**src/rtl/ppu_pkg.sv**
```systemverilog
// background-only PPU types; APB offsets are relative to FF40, video memory is 64 KB byte-addressed
package ppu_pkg;

    // encoding follows the two STAT mode bits
    typedef enum logic [1:0] {
        h_blank = 2'd0,
        v_blank = 2'd1,
        scan    = 2'd2,
        draw    = 2'd3
    } ppu_mode_t;

    typedef struct packed {
        logic       psel;
        logic       penable;
        logic       pwrite;
        logic [3:0] paddr;    // offset from FF40
        logic [7:0] pwdata;
    } apb_req_t;

    typedef struct packed {
        logic [7:0] prdata;
        logic       pready;
    } apb_rsp_t;

    // register fields the pixel pipeline reads
    typedef struct packed {
        logic       lcd_on;        // LCDC bit 7
        logic       bg_map_hi;     // LCDC bit 3
        logic       tile_unsigned; // LCDC bit 4
        logic       bg_on;         // LCDC bit 0
        logic [7:0] scx;
        logic [7:0] scy;
        logic [7:0] bgp;
    } lcd_ctrl_t;

    typedef struct packed {
        logic [7:0] plane_lo;
        logic [7:0] plane_hi;
    } tile_row_t;

    localparam logic [3:0] reg_lcdc = 4'h0;
    localparam logic [3:0] reg_stat = 4'h1;
    localparam logic [3:0] reg_scy  = 4'h2;
    localparam logic [3:0] reg_scx  = 4'h3;
    localparam logic [3:0] reg_ly   = 4'h4;
    localparam logic [3:0] reg_lyc  = 4'h5;
    localparam logic [3:0] reg_bgp  = 4'h7;

    localparam logic [15:0] map_base_lo        = 16'h9800;
    localparam logic [15:0] map_base_hi        = 16'h9C00;
    localparam logic [15:0] tile_base_unsigned = 16'h8000;
    localparam logic [15:0] tile_base_signed   = 16'h9000; // tile 0 sits mid-window

    localparam int screen_width = 160;

endpackage

```
**src/rtl/bg_fetcher.sv**
```systemverilog
// six cycles per tile over a one-cycle-latency memory; a row left untaken at line_done is dropped
`timescale 1ns/1ps

module bg_fetcher
    import ppu_pkg::*;
(
    input  logic        clk,
    input  logic        rst,
    input  lcd_ctrl_t   ctrl,
    input  logic [7:0]  ly,
    input  logic        line_start,
    input  logic        line_done,
    output logic        vram_rd,
    output logic [15:0] vram_addr,
    input  logic [7:0]  vram_data,
    output tile_row_t   row,
    output logic        row_valid,
    input  logic        row_ready
);

    logic        active;
    logic [2:0]  step;       // 0..5 within one tile
    logic [4:0]  col;        // map column, wraps at 32
    logic [7:0]  tile_num;
    logic [7:0]  bg_y;
    logic [15:0] map_addr;
    logic [15:0] tile_base;
    logic [15:0] tile_off;
    logic [15:0] tile_addr;
    logic [7:0]  plane_byte;
    logic        fetching;

    assign bg_y     = ly + ctrl.scy; // wraps mod 256
    assign map_addr = (ctrl.bg_map_hi ? map_base_hi : map_base_lo)
                    + {6'b0, bg_y[7:3], col};

    // signed mode sign-extends the index around 9000h
    assign tile_base = ctrl.tile_unsigned ? tile_base_unsigned : tile_base_signed;
    assign tile_off  = ctrl.tile_unsigned ? {4'b0, tile_num, 4'b0}
                                          : {{4{tile_num[7]}}, tile_num, 4'b0};
    assign tile_addr = tile_base + tile_off + {12'b0, bg_y[2:0], 1'b0};

    assign plane_byte = ctrl.bg_on ? vram_data : 8'h00; // same timing with bg off
    assign fetching   = active && ctrl.lcd_on && !row_valid;

    // even steps issue, odd steps capture
    assign vram_rd = fetching && !step[0];

    always_comb begin
        case (step)
            3'd0:    vram_addr = map_addr;
            3'd2:    vram_addr = tile_addr;
            default: vram_addr = tile_addr + 16'd1; // plane high
        endcase
    end

    always_ff @(posedge clk) begin
        if (rst) begin
            active    <= 1'b0;
            step      <= 3'd0;
            col       <= 5'd0;
            row_valid <= 1'b0;
        end else if (line_start) begin
            active    <= 1'b1;
            step      <= 3'd0;
            col       <= ctrl.scx[7:3];
            row_valid <= 1'b0;
        end else if (line_done || !ctrl.lcd_on) begin
            active    <= 1'b0;
            row_valid <= 1'b0;
        end else if (active) begin
            if (row_valid) begin
                if (row_ready) begin
                    row_valid <= 1'b0; // next tile starts at step 0
                end
            end else begin
                step <= (step == 3'd5) ? 3'd0 : step + 3'd1;
                if (step == 3'd0) begin
                    col <= col + 5'd1;
                end
                if (step == 3'd5) begin
                    row_valid <= 1'b1;
                end
            end
        end
    end

    always_ff @(posedge clk) begin
        if (fetching) begin
            case (step)
                3'd1:    tile_num     <= vram_data;
                3'd3:    row.plane_lo <= plane_byte;
                3'd5:    row.plane_hi <= plane_byte;
                default: ;
            endcase
        end
    end

endmodule

```
**src/rtl/lcd_regs.sv**
```systemverilog
// zero-wait APB register file; LY and STAT bits 2..0 are read-only, unmapped offsets read FFh
`timescale 1ns/1ps

module lcd_regs
    import ppu_pkg::*;
(
    input  logic       clk,
    input  logic       rst,
    input  apb_req_t   apb_req,
    output apb_rsp_t   apb_rsp,
    input  ppu_mode_t  mode,
    input  logic [7:0] ly,
    output lcd_ctrl_t  ctrl,
    output logic       irq_vblank,
    output logic       irq_stat
);

    logic [7:0] lcdc;
    logic [3:0] stat_en;  // STAT bits 6..3
    logic [7:0] scy;
    logic [7:0] scx;
    logic [7:0] lyc;
    logic [7:0] bgp;
    logic       wr_en;
    logic       lyc_eq;
    logic [7:0] stat;
    logic [7:0] rd_data;

    assign wr_en  = apb_req.psel & apb_req.penable & apb_req.pwrite; // access phase only
    assign lyc_eq = (lyc == ly);
    assign stat   = {1'b1, stat_en, lyc_eq, mode}; // bit 7 has no storage

    always_ff @(posedge clk) begin
        if (rst) begin
            lcdc    <= 8'h00;
            stat_en <= 4'h0;
            scy     <= 8'h00;
            scx     <= 8'h00;
            lyc     <= 8'h00;
            bgp     <= 8'hE4; // identity shades
        end else if (wr_en) begin
            case (apb_req.paddr)
                reg_lcdc: lcdc    <= apb_req.pwdata;
                reg_stat: stat_en <= apb_req.pwdata[6:3];
                reg_scy:  scy     <= apb_req.pwdata;
                reg_scx:  scx     <= apb_req.pwdata;
                reg_lyc:  lyc     <= apb_req.pwdata;
                reg_bgp:  bgp     <= apb_req.pwdata;
                default: ;        // LY and unmapped offsets
            endcase
        end
    end

    always_comb begin
        case (apb_req.paddr)
            reg_lcdc: rd_data = lcdc;
            reg_stat: rd_data = stat;
            reg_scy:  rd_data = scy;
            reg_scx:  rd_data = scx;
            reg_ly:   rd_data = ly;  // live line counter
            reg_lyc:  rd_data = lyc;
            reg_bgp:  rd_data = bgp;
            default:  rd_data = 8'hFF;
        endcase
    end

    assign apb_rsp.prdata = rd_data;
    assign apb_rsp.pready = 1'b1; // no wait states

    assign ctrl.lcd_on        = lcdc[7];
    assign ctrl.bg_map_hi     = lcdc[3];
    assign ctrl.tile_unsigned = lcdc[4];
    assign ctrl.bg_on         = lcdc[0];
    assign ctrl.scx           = scx;
    assign ctrl.scy           = scy;
    assign ctrl.bgp           = bgp;

    assign irq_vblank = (mode == v_blank);

    // enabled STAT sources, level sensitive
    assign irq_stat = (lyc_eq && stat_en[3])
                   || ((mode == h_blank) && stat_en[0])
                   || ((mode == v_blank) && stat_en[1])
                   || ((mode == scan) && stat_en[2]);

endmodule

```
**src/rtl/line_timer.sv**
```systemverilog
// one dot per clock; draw must end via line_done before the last dot, TOTAL_LINES must fit 8 bits
`timescale 1ns/1ps

module line_timer
    import ppu_pkg::*;
#(
    parameter int LINE_DOTS     = 456,
    parameter int SCAN_DOTS     = 80,
    parameter int VISIBLE_LINES = 144,
    parameter int TOTAL_LINES   = 154
) (
    input  logic       clk,
    input  logic       rst,
    input  lcd_ctrl_t  ctrl,
    input  logic       line_done,
    output ppu_mode_t  mode,
    output logic [7:0] ly,
    output logic       line_start
);

    localparam int DOT_W = $clog2(LINE_DOTS);

    logic [DOT_W-1:0] dot;
    logic             line_end;
    logic [7:0]       ly_next;

    assign line_end = (dot == DOT_W'(LINE_DOTS - 1));
    assign ly_next  = (ly == 8'(TOTAL_LINES - 1)) ? 8'd0 : ly + 8'd1;

    always_ff @(posedge clk) begin
        if (rst) begin
            dot        <= '0;
            ly         <= 8'd0;
            mode       <= scan;
            line_start <= 1'b0;
        end else if (!ctrl.lcd_on) begin
            dot        <= '0; // idle, shown as h_blank
            ly         <= 8'd0;
            mode       <= h_blank;
            line_start <= 1'b0;
        end else begin
            line_start <= 1'b0;
            dot        <= dot + 1'b1;
            if (line_end) begin
                dot  <= '0;
                ly   <= ly_next;
                mode <= (ly_next < 8'(VISIBLE_LINES)) ? scan : v_blank;
            end else begin
                case (mode)
                    scan: begin
                        if (dot == DOT_W'(SCAN_DOTS - 1)) begin
                            mode       <= draw;
                            line_start <= 1'b1; // first draw cycle
                        end
                    end
                    draw: begin
                        if (line_done) begin
                            mode <= h_blank;
                        end
                    end
                    h_blank: begin
                        // dot 0 here only follows LCD off, so restart line 0
                        if (dot == '0) begin
                            mode <= scan;
                            dot  <= '0;
                        end
                    end
                    default: ;  // v_blank waits for line end
                endcase
            end
        end
    end

endmodule

```
**src/rtl/pixel_shifter.sv**
```systemverilog
// one tile row at a time; fine scroll drops SCX mod 8 leading pixels, line ends after 160 pixels
`timescale 1ns/1ps

module pixel_shifter
    import ppu_pkg::*;
(
    input  logic      clk,
    input  logic      rst,
    input  lcd_ctrl_t ctrl,
    input  logic      line_start,
    input  tile_row_t row,
    input  logic      row_valid,
    output logic      row_ready,
    output logic [1:0] px,
    output logic      px_valid,
    output logic      line_done
);

    logic       active;
    logic [3:0] left;      // pixels still held
    logic [2:0] drop;      // scroll pixels still to discard
    logic [7:0] px_cnt;
    logic [7:0] sh_lo;
    logic [7:0] sh_hi;
    logic [1:0] color_idx;
    logic       shift;
    logic       take;
    logic       last_px;

    assign color_idx = {sh_hi[7], sh_lo[7]};
    assign px        = ctrl.bgp[{color_idx, 1'b0} +: 2];
    assign shift     = active && (left != 4'd0);
    assign px_valid  = shift && (drop == 3'd0);
    assign row_ready = active && (left <= 4'd1); // reload as the last pixel leaves
    assign take      = row_ready && row_valid;
    assign last_px   = px_valid && (px_cnt == 8'(screen_width - 1));

    always_ff @(posedge clk) begin
        if (rst) begin
            active    <= 1'b0;
            left      <= 4'd0;
            drop      <= 3'd0;
            px_cnt    <= 8'd0;
            line_done <= 1'b0;
        end else begin
            line_done <= last_px;
            if (line_start) begin
                active <= 1'b1;
                left   <= 4'd0;
                drop   <= ctrl.scx[2:0];
                px_cnt <= 8'd0;
            end else if (last_px || !ctrl.lcd_on) begin
                active <= 1'b0;
                left   <= 4'd0;
            end else begin
                if (take) begin
                    left <= 4'd8;
                end else if (shift) begin
                    left <= left - 4'd1;
                end
                if (shift && (drop != 3'd0)) begin
                    drop <= drop - 3'd1;
                end
                if (px_valid) begin
                    px_cnt <= px_cnt + 8'd1;
                end
            end
        end
    end

    // MSB first, leftmost pixel in bit 7
    always_ff @(posedge clk) begin
        if (take) begin
            sh_lo <= row.plane_lo;
            sh_hi <= row.plane_hi;
        end else if (shift) begin
            sh_lo <= {sh_lo[6:0], 1'b0};
            sh_hi <= {sh_hi[6:0], 1'b0};
        end
    end

endmodule

```
**src/rtl/ppu_top.sv**
```systemverilog
// background path only, no sprites or window; video memory must answer exactly one cycle after vram_rd
`timescale 1ns/1ps

module ppu_top
    import ppu_pkg::*;
#(
    parameter int LINE_DOTS     = 456,
    parameter int SCAN_DOTS     = 80,
    parameter int VISIBLE_LINES = 144,
    parameter int TOTAL_LINES   = 154
) (
    input  logic        clk,
    input  logic        rst,
    input  apb_req_t    apb_req,
    output apb_rsp_t    apb_rsp,
    output logic        vram_rd,
    output logic [15:0] vram_addr,
    input  logic [7:0]  vram_data,
    output logic [1:0]  px,
    output logic        px_valid,
    output logic        irq_vblank,
    output logic        irq_stat
);

    lcd_ctrl_t  ctrl;
    ppu_mode_t  mode;
    logic [7:0] ly;
    logic       line_start;
    logic       line_done;
    tile_row_t  row;
    logic       row_valid;
    logic       row_ready;

    lcd_regs u_regs (
        .clk        (clk),
        .rst        (rst),
        .apb_req    (apb_req),
        .apb_rsp    (apb_rsp),
        .mode       (mode),
        .ly         (ly),
        .ctrl       (ctrl),
        .irq_vblank (irq_vblank),
        .irq_stat   (irq_stat)
    );

    line_timer #(
        .LINE_DOTS     (LINE_DOTS),
        .SCAN_DOTS     (SCAN_DOTS),
        .VISIBLE_LINES (VISIBLE_LINES),
        .TOTAL_LINES   (TOTAL_LINES)
    ) u_timer (
        .clk        (clk),
        .rst        (rst),
        .ctrl       (ctrl),
        .line_done  (line_done),
        .mode       (mode),
        .ly         (ly),
        .line_start (line_start)
    );

    bg_fetcher u_fetch (
        .clk        (clk),
        .rst        (rst),
        .ctrl       (ctrl),
        .ly         (ly),
        .line_start (line_start),
        .line_done  (line_done),
        .vram_rd    (vram_rd),
        .vram_addr  (vram_addr),
        .vram_data  (vram_data),
        .row        (row),
        .row_valid  (row_valid),
        .row_ready  (row_ready)
    );

    pixel_shifter u_shift (
        .clk        (clk),
        .rst        (rst),
        .ctrl       (ctrl),
        .line_start (line_start),
        .row        (row),
        .row_valid  (row_valid),
        .row_ready  (row_ready),
        .px         (px),
        .px_valid   (px_valid),
        .line_done  (line_done)
    );

endmodule

```
**config.mk**
```make
export PLATFORM = sky130hd
export DESIGN_NAME = ppu_top
export DESIGN_NICKNAME = d
export VERILOG_FILES = /design/src/rtl/ppu_pkg.sv /design/src/rtl/bg_fetcher.sv /design/src/rtl/lcd_regs.sv /design/src/rtl/line_timer.sv /design/src/rtl/pixel_shifter.sv /design/src/rtl/ppu_top.sv
export SDC_FILE = /design/constraint.sdc
export NUM_CORES = 1
export LEC_CHECK = 0
export ABC_AREA = 1
export ABC_CLOCK_PERIOD_IN_PS = 2060
export BUFFER_PORTS_ARGS = -buffer_cell sky130_fd_sc_hd__buf_4
export CAP_MARGIN = 10
export CORE_ASPECT_RATIO = 0.5
export CORE_MARGIN = 4
export CORE_UTILIZATION = 35
export DETAILED_ROUTE_END_ITERATION = 8
export PLACE_DENSITY = 0.61
export SYNTH_ARGS = -nofsm -noshare
export SYNTH_HDL_FRONTEND = slang
export SYNTH_HIERARCHICAL = 1
export SYNTH_SLANG_ARGS = --single-unit
```
**constraint.sdc**
```tcl
create_clock -name clk -period 2.06 [get_ports clk]
set_clock_uncertainty 0.15 [all_clocks]
set_input_delay 0.412 -clock clk [delete_from_list [all_inputs] [get_ports clk]]
set_output_delay 0.412 -clock clk [all_outputs]
set_load 0.005 [all_outputs]
```
Word-level counts from Yosys, hierarchy flattened
Cells that the tools add are included.
{"block": "totals", "regBits": 131, "in_bits": 25, "out_inout_bits": 31, "word_cells": 172}
{"block": "classes", "n_addsub": 12, "order_cmp": 2, "eq_ne": 28, "shift": 1, "n_mux": 39, "bitwise_logic": 7, "n_reduce_logical": 57}
{"operator": "8-bit one-hot mux with 7 select lines", "count": 1}
{"operator": "8-bit 2-to-1 mux", "count": 6}
{"operator": "16-bit one-hot mux with 2 select lines", "count": 1}
{"operator": "5-bit 2-to-1 mux", "count": 5}
{"operator": "2-bit AND reduction", "count": 11}
{"operator": "9-bit 2-to-1 mux", "count": 2}
{"operator": "16-bit by 1-bit adder with 16-bit output (second input constant)", "count": 1}
{"operator": "16-bit by 10-bit adder with 16-bit output", "count": 1}
{"operator": "16-bit adder", "count": 1}
{"operator": "16-bit by 4-bit adder with 16-bit output", "count": 1}
{"operator": "8-bit by 1-bit adder with 8-bit output (second input constant)", "count": 2}
{"operator": "8-bit equality test (second input constant)", "count": 2}
{"operator": "16-bit 2-to-1 mux", "count": 1}
{"operator": "1-bit logical AND", "count": 13}
{"operator": "13-bit 2-to-1 mux", "count": 1}
{"operator": "4-bit by 3-bit equality test with 1-bit output (second input constant)", "count": 3}
{"operator": "2-bit 2-to-1 mux", "count": 6}
{"operator": "3-bit 2-to-1 mux", "count": 4}
{"operator": "4-bit by 2-bit != test with 1-bit output (second input constant)", "count": 3}
{"operator": "4-bit AND reduction", "count": 3}
{"operator": "2-bit nonzero test", "count": 6}
{"operator": "11-bit 2-to-1 mux", "count": 1}
{"operator": "9-bit by 1-bit adder with 9-bit output (second input constant)", "count": 1}
{"operator": "9-bit by 7-bit equality test with 1-bit output (second input constant)", "count": 1}
{"operator": "other kinds (37)", "count": 69}

Logic depth before layout (Yosys ltp)
{"block": "depth", "depth_word": 7, "depth_mapped": 11, "mapped_depth_nobuf": 11}

Hierarchy
The synthesis kept the hierarchy.
{"mod": "lcd_regs", "instances": 1, "cells_per_inst": 358, "area_per_inst_um2": 2368.5, "seq_area_each_um2": 880.8}
{"mod": "bg_fetcher", "instances": 1, "cells_per_inst": 217, "area_per_inst_um2": 1879.3, "seq_area_each_um2": 920.9}
{"mod": "pixel_shifter", "instances": 1, "cells_per_inst": 203, "area_per_inst_um2": 1775.5, "seq_area_each_um2": 820.8}
{"mod": "line_timer", "instances": 1, "cells_per_inst": 175, "area_per_inst_um2": 1193.6, "seq_area_each_um2": 400.4}

Worst setup path after synthesis
Ideal clock, no wire load.
{"block": "synth_timing", "kind": "register to output", "from": "register u_timer.ly[0]", "to": "output port vram_addr[8]", "arrival_time_ns": 1.420, "required_time_ns": 1.498, "slack_ns": 0.078, "stages_incl_launch_ff": 10, "n_path_buf": 0, "cell_sequence": "dfxtp_1 > ha_1 > fa_1 > nand3_1 > nand2_1 > nand3_1 > nand2_1 > nand2_1 > nand3_1 > nand2_1"}
{"block": "synth_via", "elab_chain_len": 4, "word_cells_on_any_way": 5}
{"item": "start, declared", "line": "line_timer.sv:17", "rtl": "output logic [7:0] ly,"}
{"item": "start signal, assigned", "line": "line_timer.sv:46", "rtl": "ly <= ly_next;"}
{"item": "8-bit adder *", "line": "bg_fetcher.sv:33", "rtl": "assign bg_y = ly + ctrl.scy;"}
{"item": "16-bit by 4-bit adder with 16-bit output", "line": "bg_fetcher.sv:41", "rtl": "assign tile_addr = tile_base + tile_off + {12'b0, bg_y[2:0], 1'b0};"}
{"item": "16-bit by 1-bit adder with 16-bit output", "line": "bg_fetcher.sv:53", "rtl": "default: vram_addr = tile_addr + 16'd1;"}
{"item": "16-bit one-hot mux with 2 select lines *", "line": "bg_fetcher.sv:50", "rtl": "case (step)"}
{"item": "end, declared", "line": "ppu_top.sv:17", "rtl": "output logic [15:0] vram_addr,"}
Mark *: on every way between the ends. The rest lies on a longest branch, timed or not.

Worst setup path in the final report
{"block": "layout_timing", "from": "register u_timer.ly[0]", "to": "output port vram_addr[6]"}
Same word-level chain as after synthesis.

==> impl_metrics.py <==
metrics = {
    "global_routing": {
        "grt_antenna_before_repair": 0,
        "grt_overflow": 0,
        "grt_pass1_wl_um": 31600,
        "grt_max_degree": 45,
        "grt.total_usage_pct": 17.5,
        "first_global_vias": 5935,
    },
    "min_path": {
        "holdCritPathClass": "in -> reg",
    },
    "layout": {
        "largest_reg_flops": 16,
        "utilization_pct": 46.3,
        "antenna_cells": 0,
        "fillCellCount": 1894,
        "synthToLayoutAreaGrowth_pct": 27.5,
        "fin_nets": 1107,
        "multi_input_area_um2": 3820,
        "reg.largest.list": "u_fetch/row (16), u_timer/dot (9)",
        "regArea_um2": 3050,
        "drive_gt1_share_pct": 26.2,
        "top_register": "u_fetch/row",
    },
    "critical_path": {
        "worstSetupPathType": "reg -> out",
        "end_kind": "output pin",
        "worstPathRequired_ns": 1.50,
        "r2r_setup_slack_ns": 0.15,
        "crit_fanout": 2,
        "arrival_ns": 1.85,
        "crit_path_start_kind": "register",
    },
    "sta": {
        "hold_viol": 0,
        "fin_crit_sh_pct": 117,
        "fmaxAchievable_mhz": 415,
        "slew_violations": 0,
        "rsz0062_at_grt": "true",
        "fin_ws_ns": -0.352,
        "setup_viol": 11,
        "period_minus_slack_ns": 2.41,
        "fin_tns_setup_ns": -2.07,
    },
    "placed_design": {
        "globalplace.congestion": 0.936,
        "post-dp-hpwl_um": 15000,
        "port_buffers": 51,
    },
    "die": {
        "die_height_um": 110,
        "std_cell_rows": 36,
        "die_area_um2": 23100,
        "io_pins": 56,
        "design.core.area_um2": 19900,
        "fp.dieW_um": 211,
        "start_util_pct": 36.3,
    },
    "power_and_ir_drop": {
        "intPower_mw": 4.58,
        "switching_share_pct": 23.9,
        "clockPowerShare_pct": 51.3,
        "peakVddDrop_mv": 0.401,
        "leakage_nw": 3.97,
        "powerDensity_nw_per_um2": 654,
        "p_seq_share_pct": 44.2,
        "total_power_mw": 6.02,
        "p_switching_mw": 1.44,
        "pwr-share-comb_pct": 4.5,
    },
    "clock_network": {
        "path_clk_slew_ns": 0.06,
        "htreeDepth": 4,
        "clk_latency_ns": 0.41,
        "tritoncts": "done",
        "cts_buffer_depth": 2,
        "clkSinkCount": 131,
        "postCtsHoldBufs": 0,
        "cts_root_buf": "clkbuf_16",
        "cts_buffers": 17,
    },
    "detailed_routing": {
        "drtPass1Iterations": 6,
        "wl_per_cell_um": 15.4,
        "drt_iter0_drc": 597,
        "drc": 0,
        "wirelength_um": 20700,
        "viasPerCell": 4.88,
        "vias": 6524,
        "antenna_left": 0,
    },
    "synth": {
        "syn_area_um2": 7220,
        "async_reset_ff_share_pct": 0,
        "yosys_warnings": 6,
        "ys_seq_area_share_pct": 41.9,
        "synth_edf_count": 40,
        "synthFlopType": "dfxtp_1",
        "ys_types": 43,
        "yosys_register_bits": 131,
        "syn_area_per_cell_um2": 7.57,
        "syn_inst": 953,
    },
    "status": {
        "failed_checks": "setup timing",
        "status": "finished with violations",
    },
    "flow_run": {
        "cap_violations": 0,
    },
}
cell usage in the layout (no fill, tap or decap), drive strengths merged, types with 22 or more instances in the layout:
master,Yosys,routed
nand3,77,77
dfxtp,91,91
nor2,153,154
ha,22,22
a21oi,42,42
inv,127,135
o21ai,79,79
buf,19,108
nand2,223,223
edfxtp,40,40
cells by family (layout without fill, tap and decap cells):
family,after synthesis,count (layout),synth area share [%]
XOR/XNOR,17,17,2.06
multiplexers,15,15,2.64
adder cells (fa/ha/maj),23,23,4.09
buffers and inverters,151,268,8.96
flip-flops,131,131,41.9
AND/OR/NAND/NOR,478,479,30.4
AO/OA/AOI/OAI,135,135,9.80
other,3,4,0.156
worst paths after layout:
check / start / endpoint / depth (start not counted)
setup / recovery: u_timer/ly[0] / vram_addr[6] / 7
hold / removal: vram_data[6] / u_fetch/tile_num[6] / 1
setup reg to reg: u_timer/ly[0] / u_timer/mode[0] / 14
hold reg to reg: u_timer/dot[0] / u_timer/dot[0] / 1
worst max-delay path: stages (launching register included):
cell and delay [ns]:
dfxtp_2 0.33, ha_4 0.17, fa_2 0.36, nand3_2 0.07
nand2_2 0.06, xnor2_1 0.13, o21ai_1 0.17, buf_4 0.14
metrics by stage:
step,std cells,worst slack (ns),instance area (um^2),hold WS (ns)
final,1338,-0.352,9210,0.0390
after floorplan,954,0.0782,7220,0.267
after global routing,1338,-0.403,9210,0.0229
after global placement,1286,-0.0389,8100,0.283
after detailed placement,1286,-0.0686,8100,0.295
after CTS,1323,-0.402,8910,0.0204
area by class of cell:
cell class                 instances  area share [%]
tap                              266            3.62
inverter                         127            5.31
timing repair buffer             109            9.94
multi-input combinational        673            41.5
clock inverter                    14            1.79
clock buffer                      18            4.66
sequential                       131            33.2
timing repair:
action,in CTS,in global routing
setup buffers,5,13
resized for setup,50,49
pin swaps,20,20
cloned,0,2
endpoints found under the setup margin,17,24
Yosys cell counts (10+ instances only):
library cell    n  area [um^2]
nand2_1       210          788
nor2_1        134          503
inv_1         115          432
dfxtp_1        91         1820
nand3_1        68          340
o21ai_0        65          325
a21oi_1        41          205
edfxtp_1       40         1200
ha_1           22          275
o21ai_1        14         70.1
inv_2          12         45.0
buf_4          10         75.1
layer usage:
layer | global-route usage [%] | share of wire [%] | vias to the layer above
met5 | 0 | 0 | -
met4 | 4.81 | 1.7 | 0
met3 | 3.28 | 5.3 | 25
met2 | 28.5 | 45 | 191
met1 | 23.9 | 48 | 3030
li1 | - | - | 3278
power by group through the flow:
| stage | Sequential (mW) | Clock (mW) | Combinational (mW) |
|---|---|---|---|
| 3_5_place_dp | 2.72 | 0 | 0.251 |
| 5_1_grt | 2.66 | 3.27 | 0.293 |
| 4_1_cts | 2.66 | 3.14 | 0.254 |
| 6_report | 2.66 | 3.09 | 0.270 |
| 2_1_floorplan | 2.71 | 0 | 0.124 |
| 3_3_place_gp | 2.72 | 0 | 0.251 |
No activity file was read; power rests on OpenSTA's default activity.
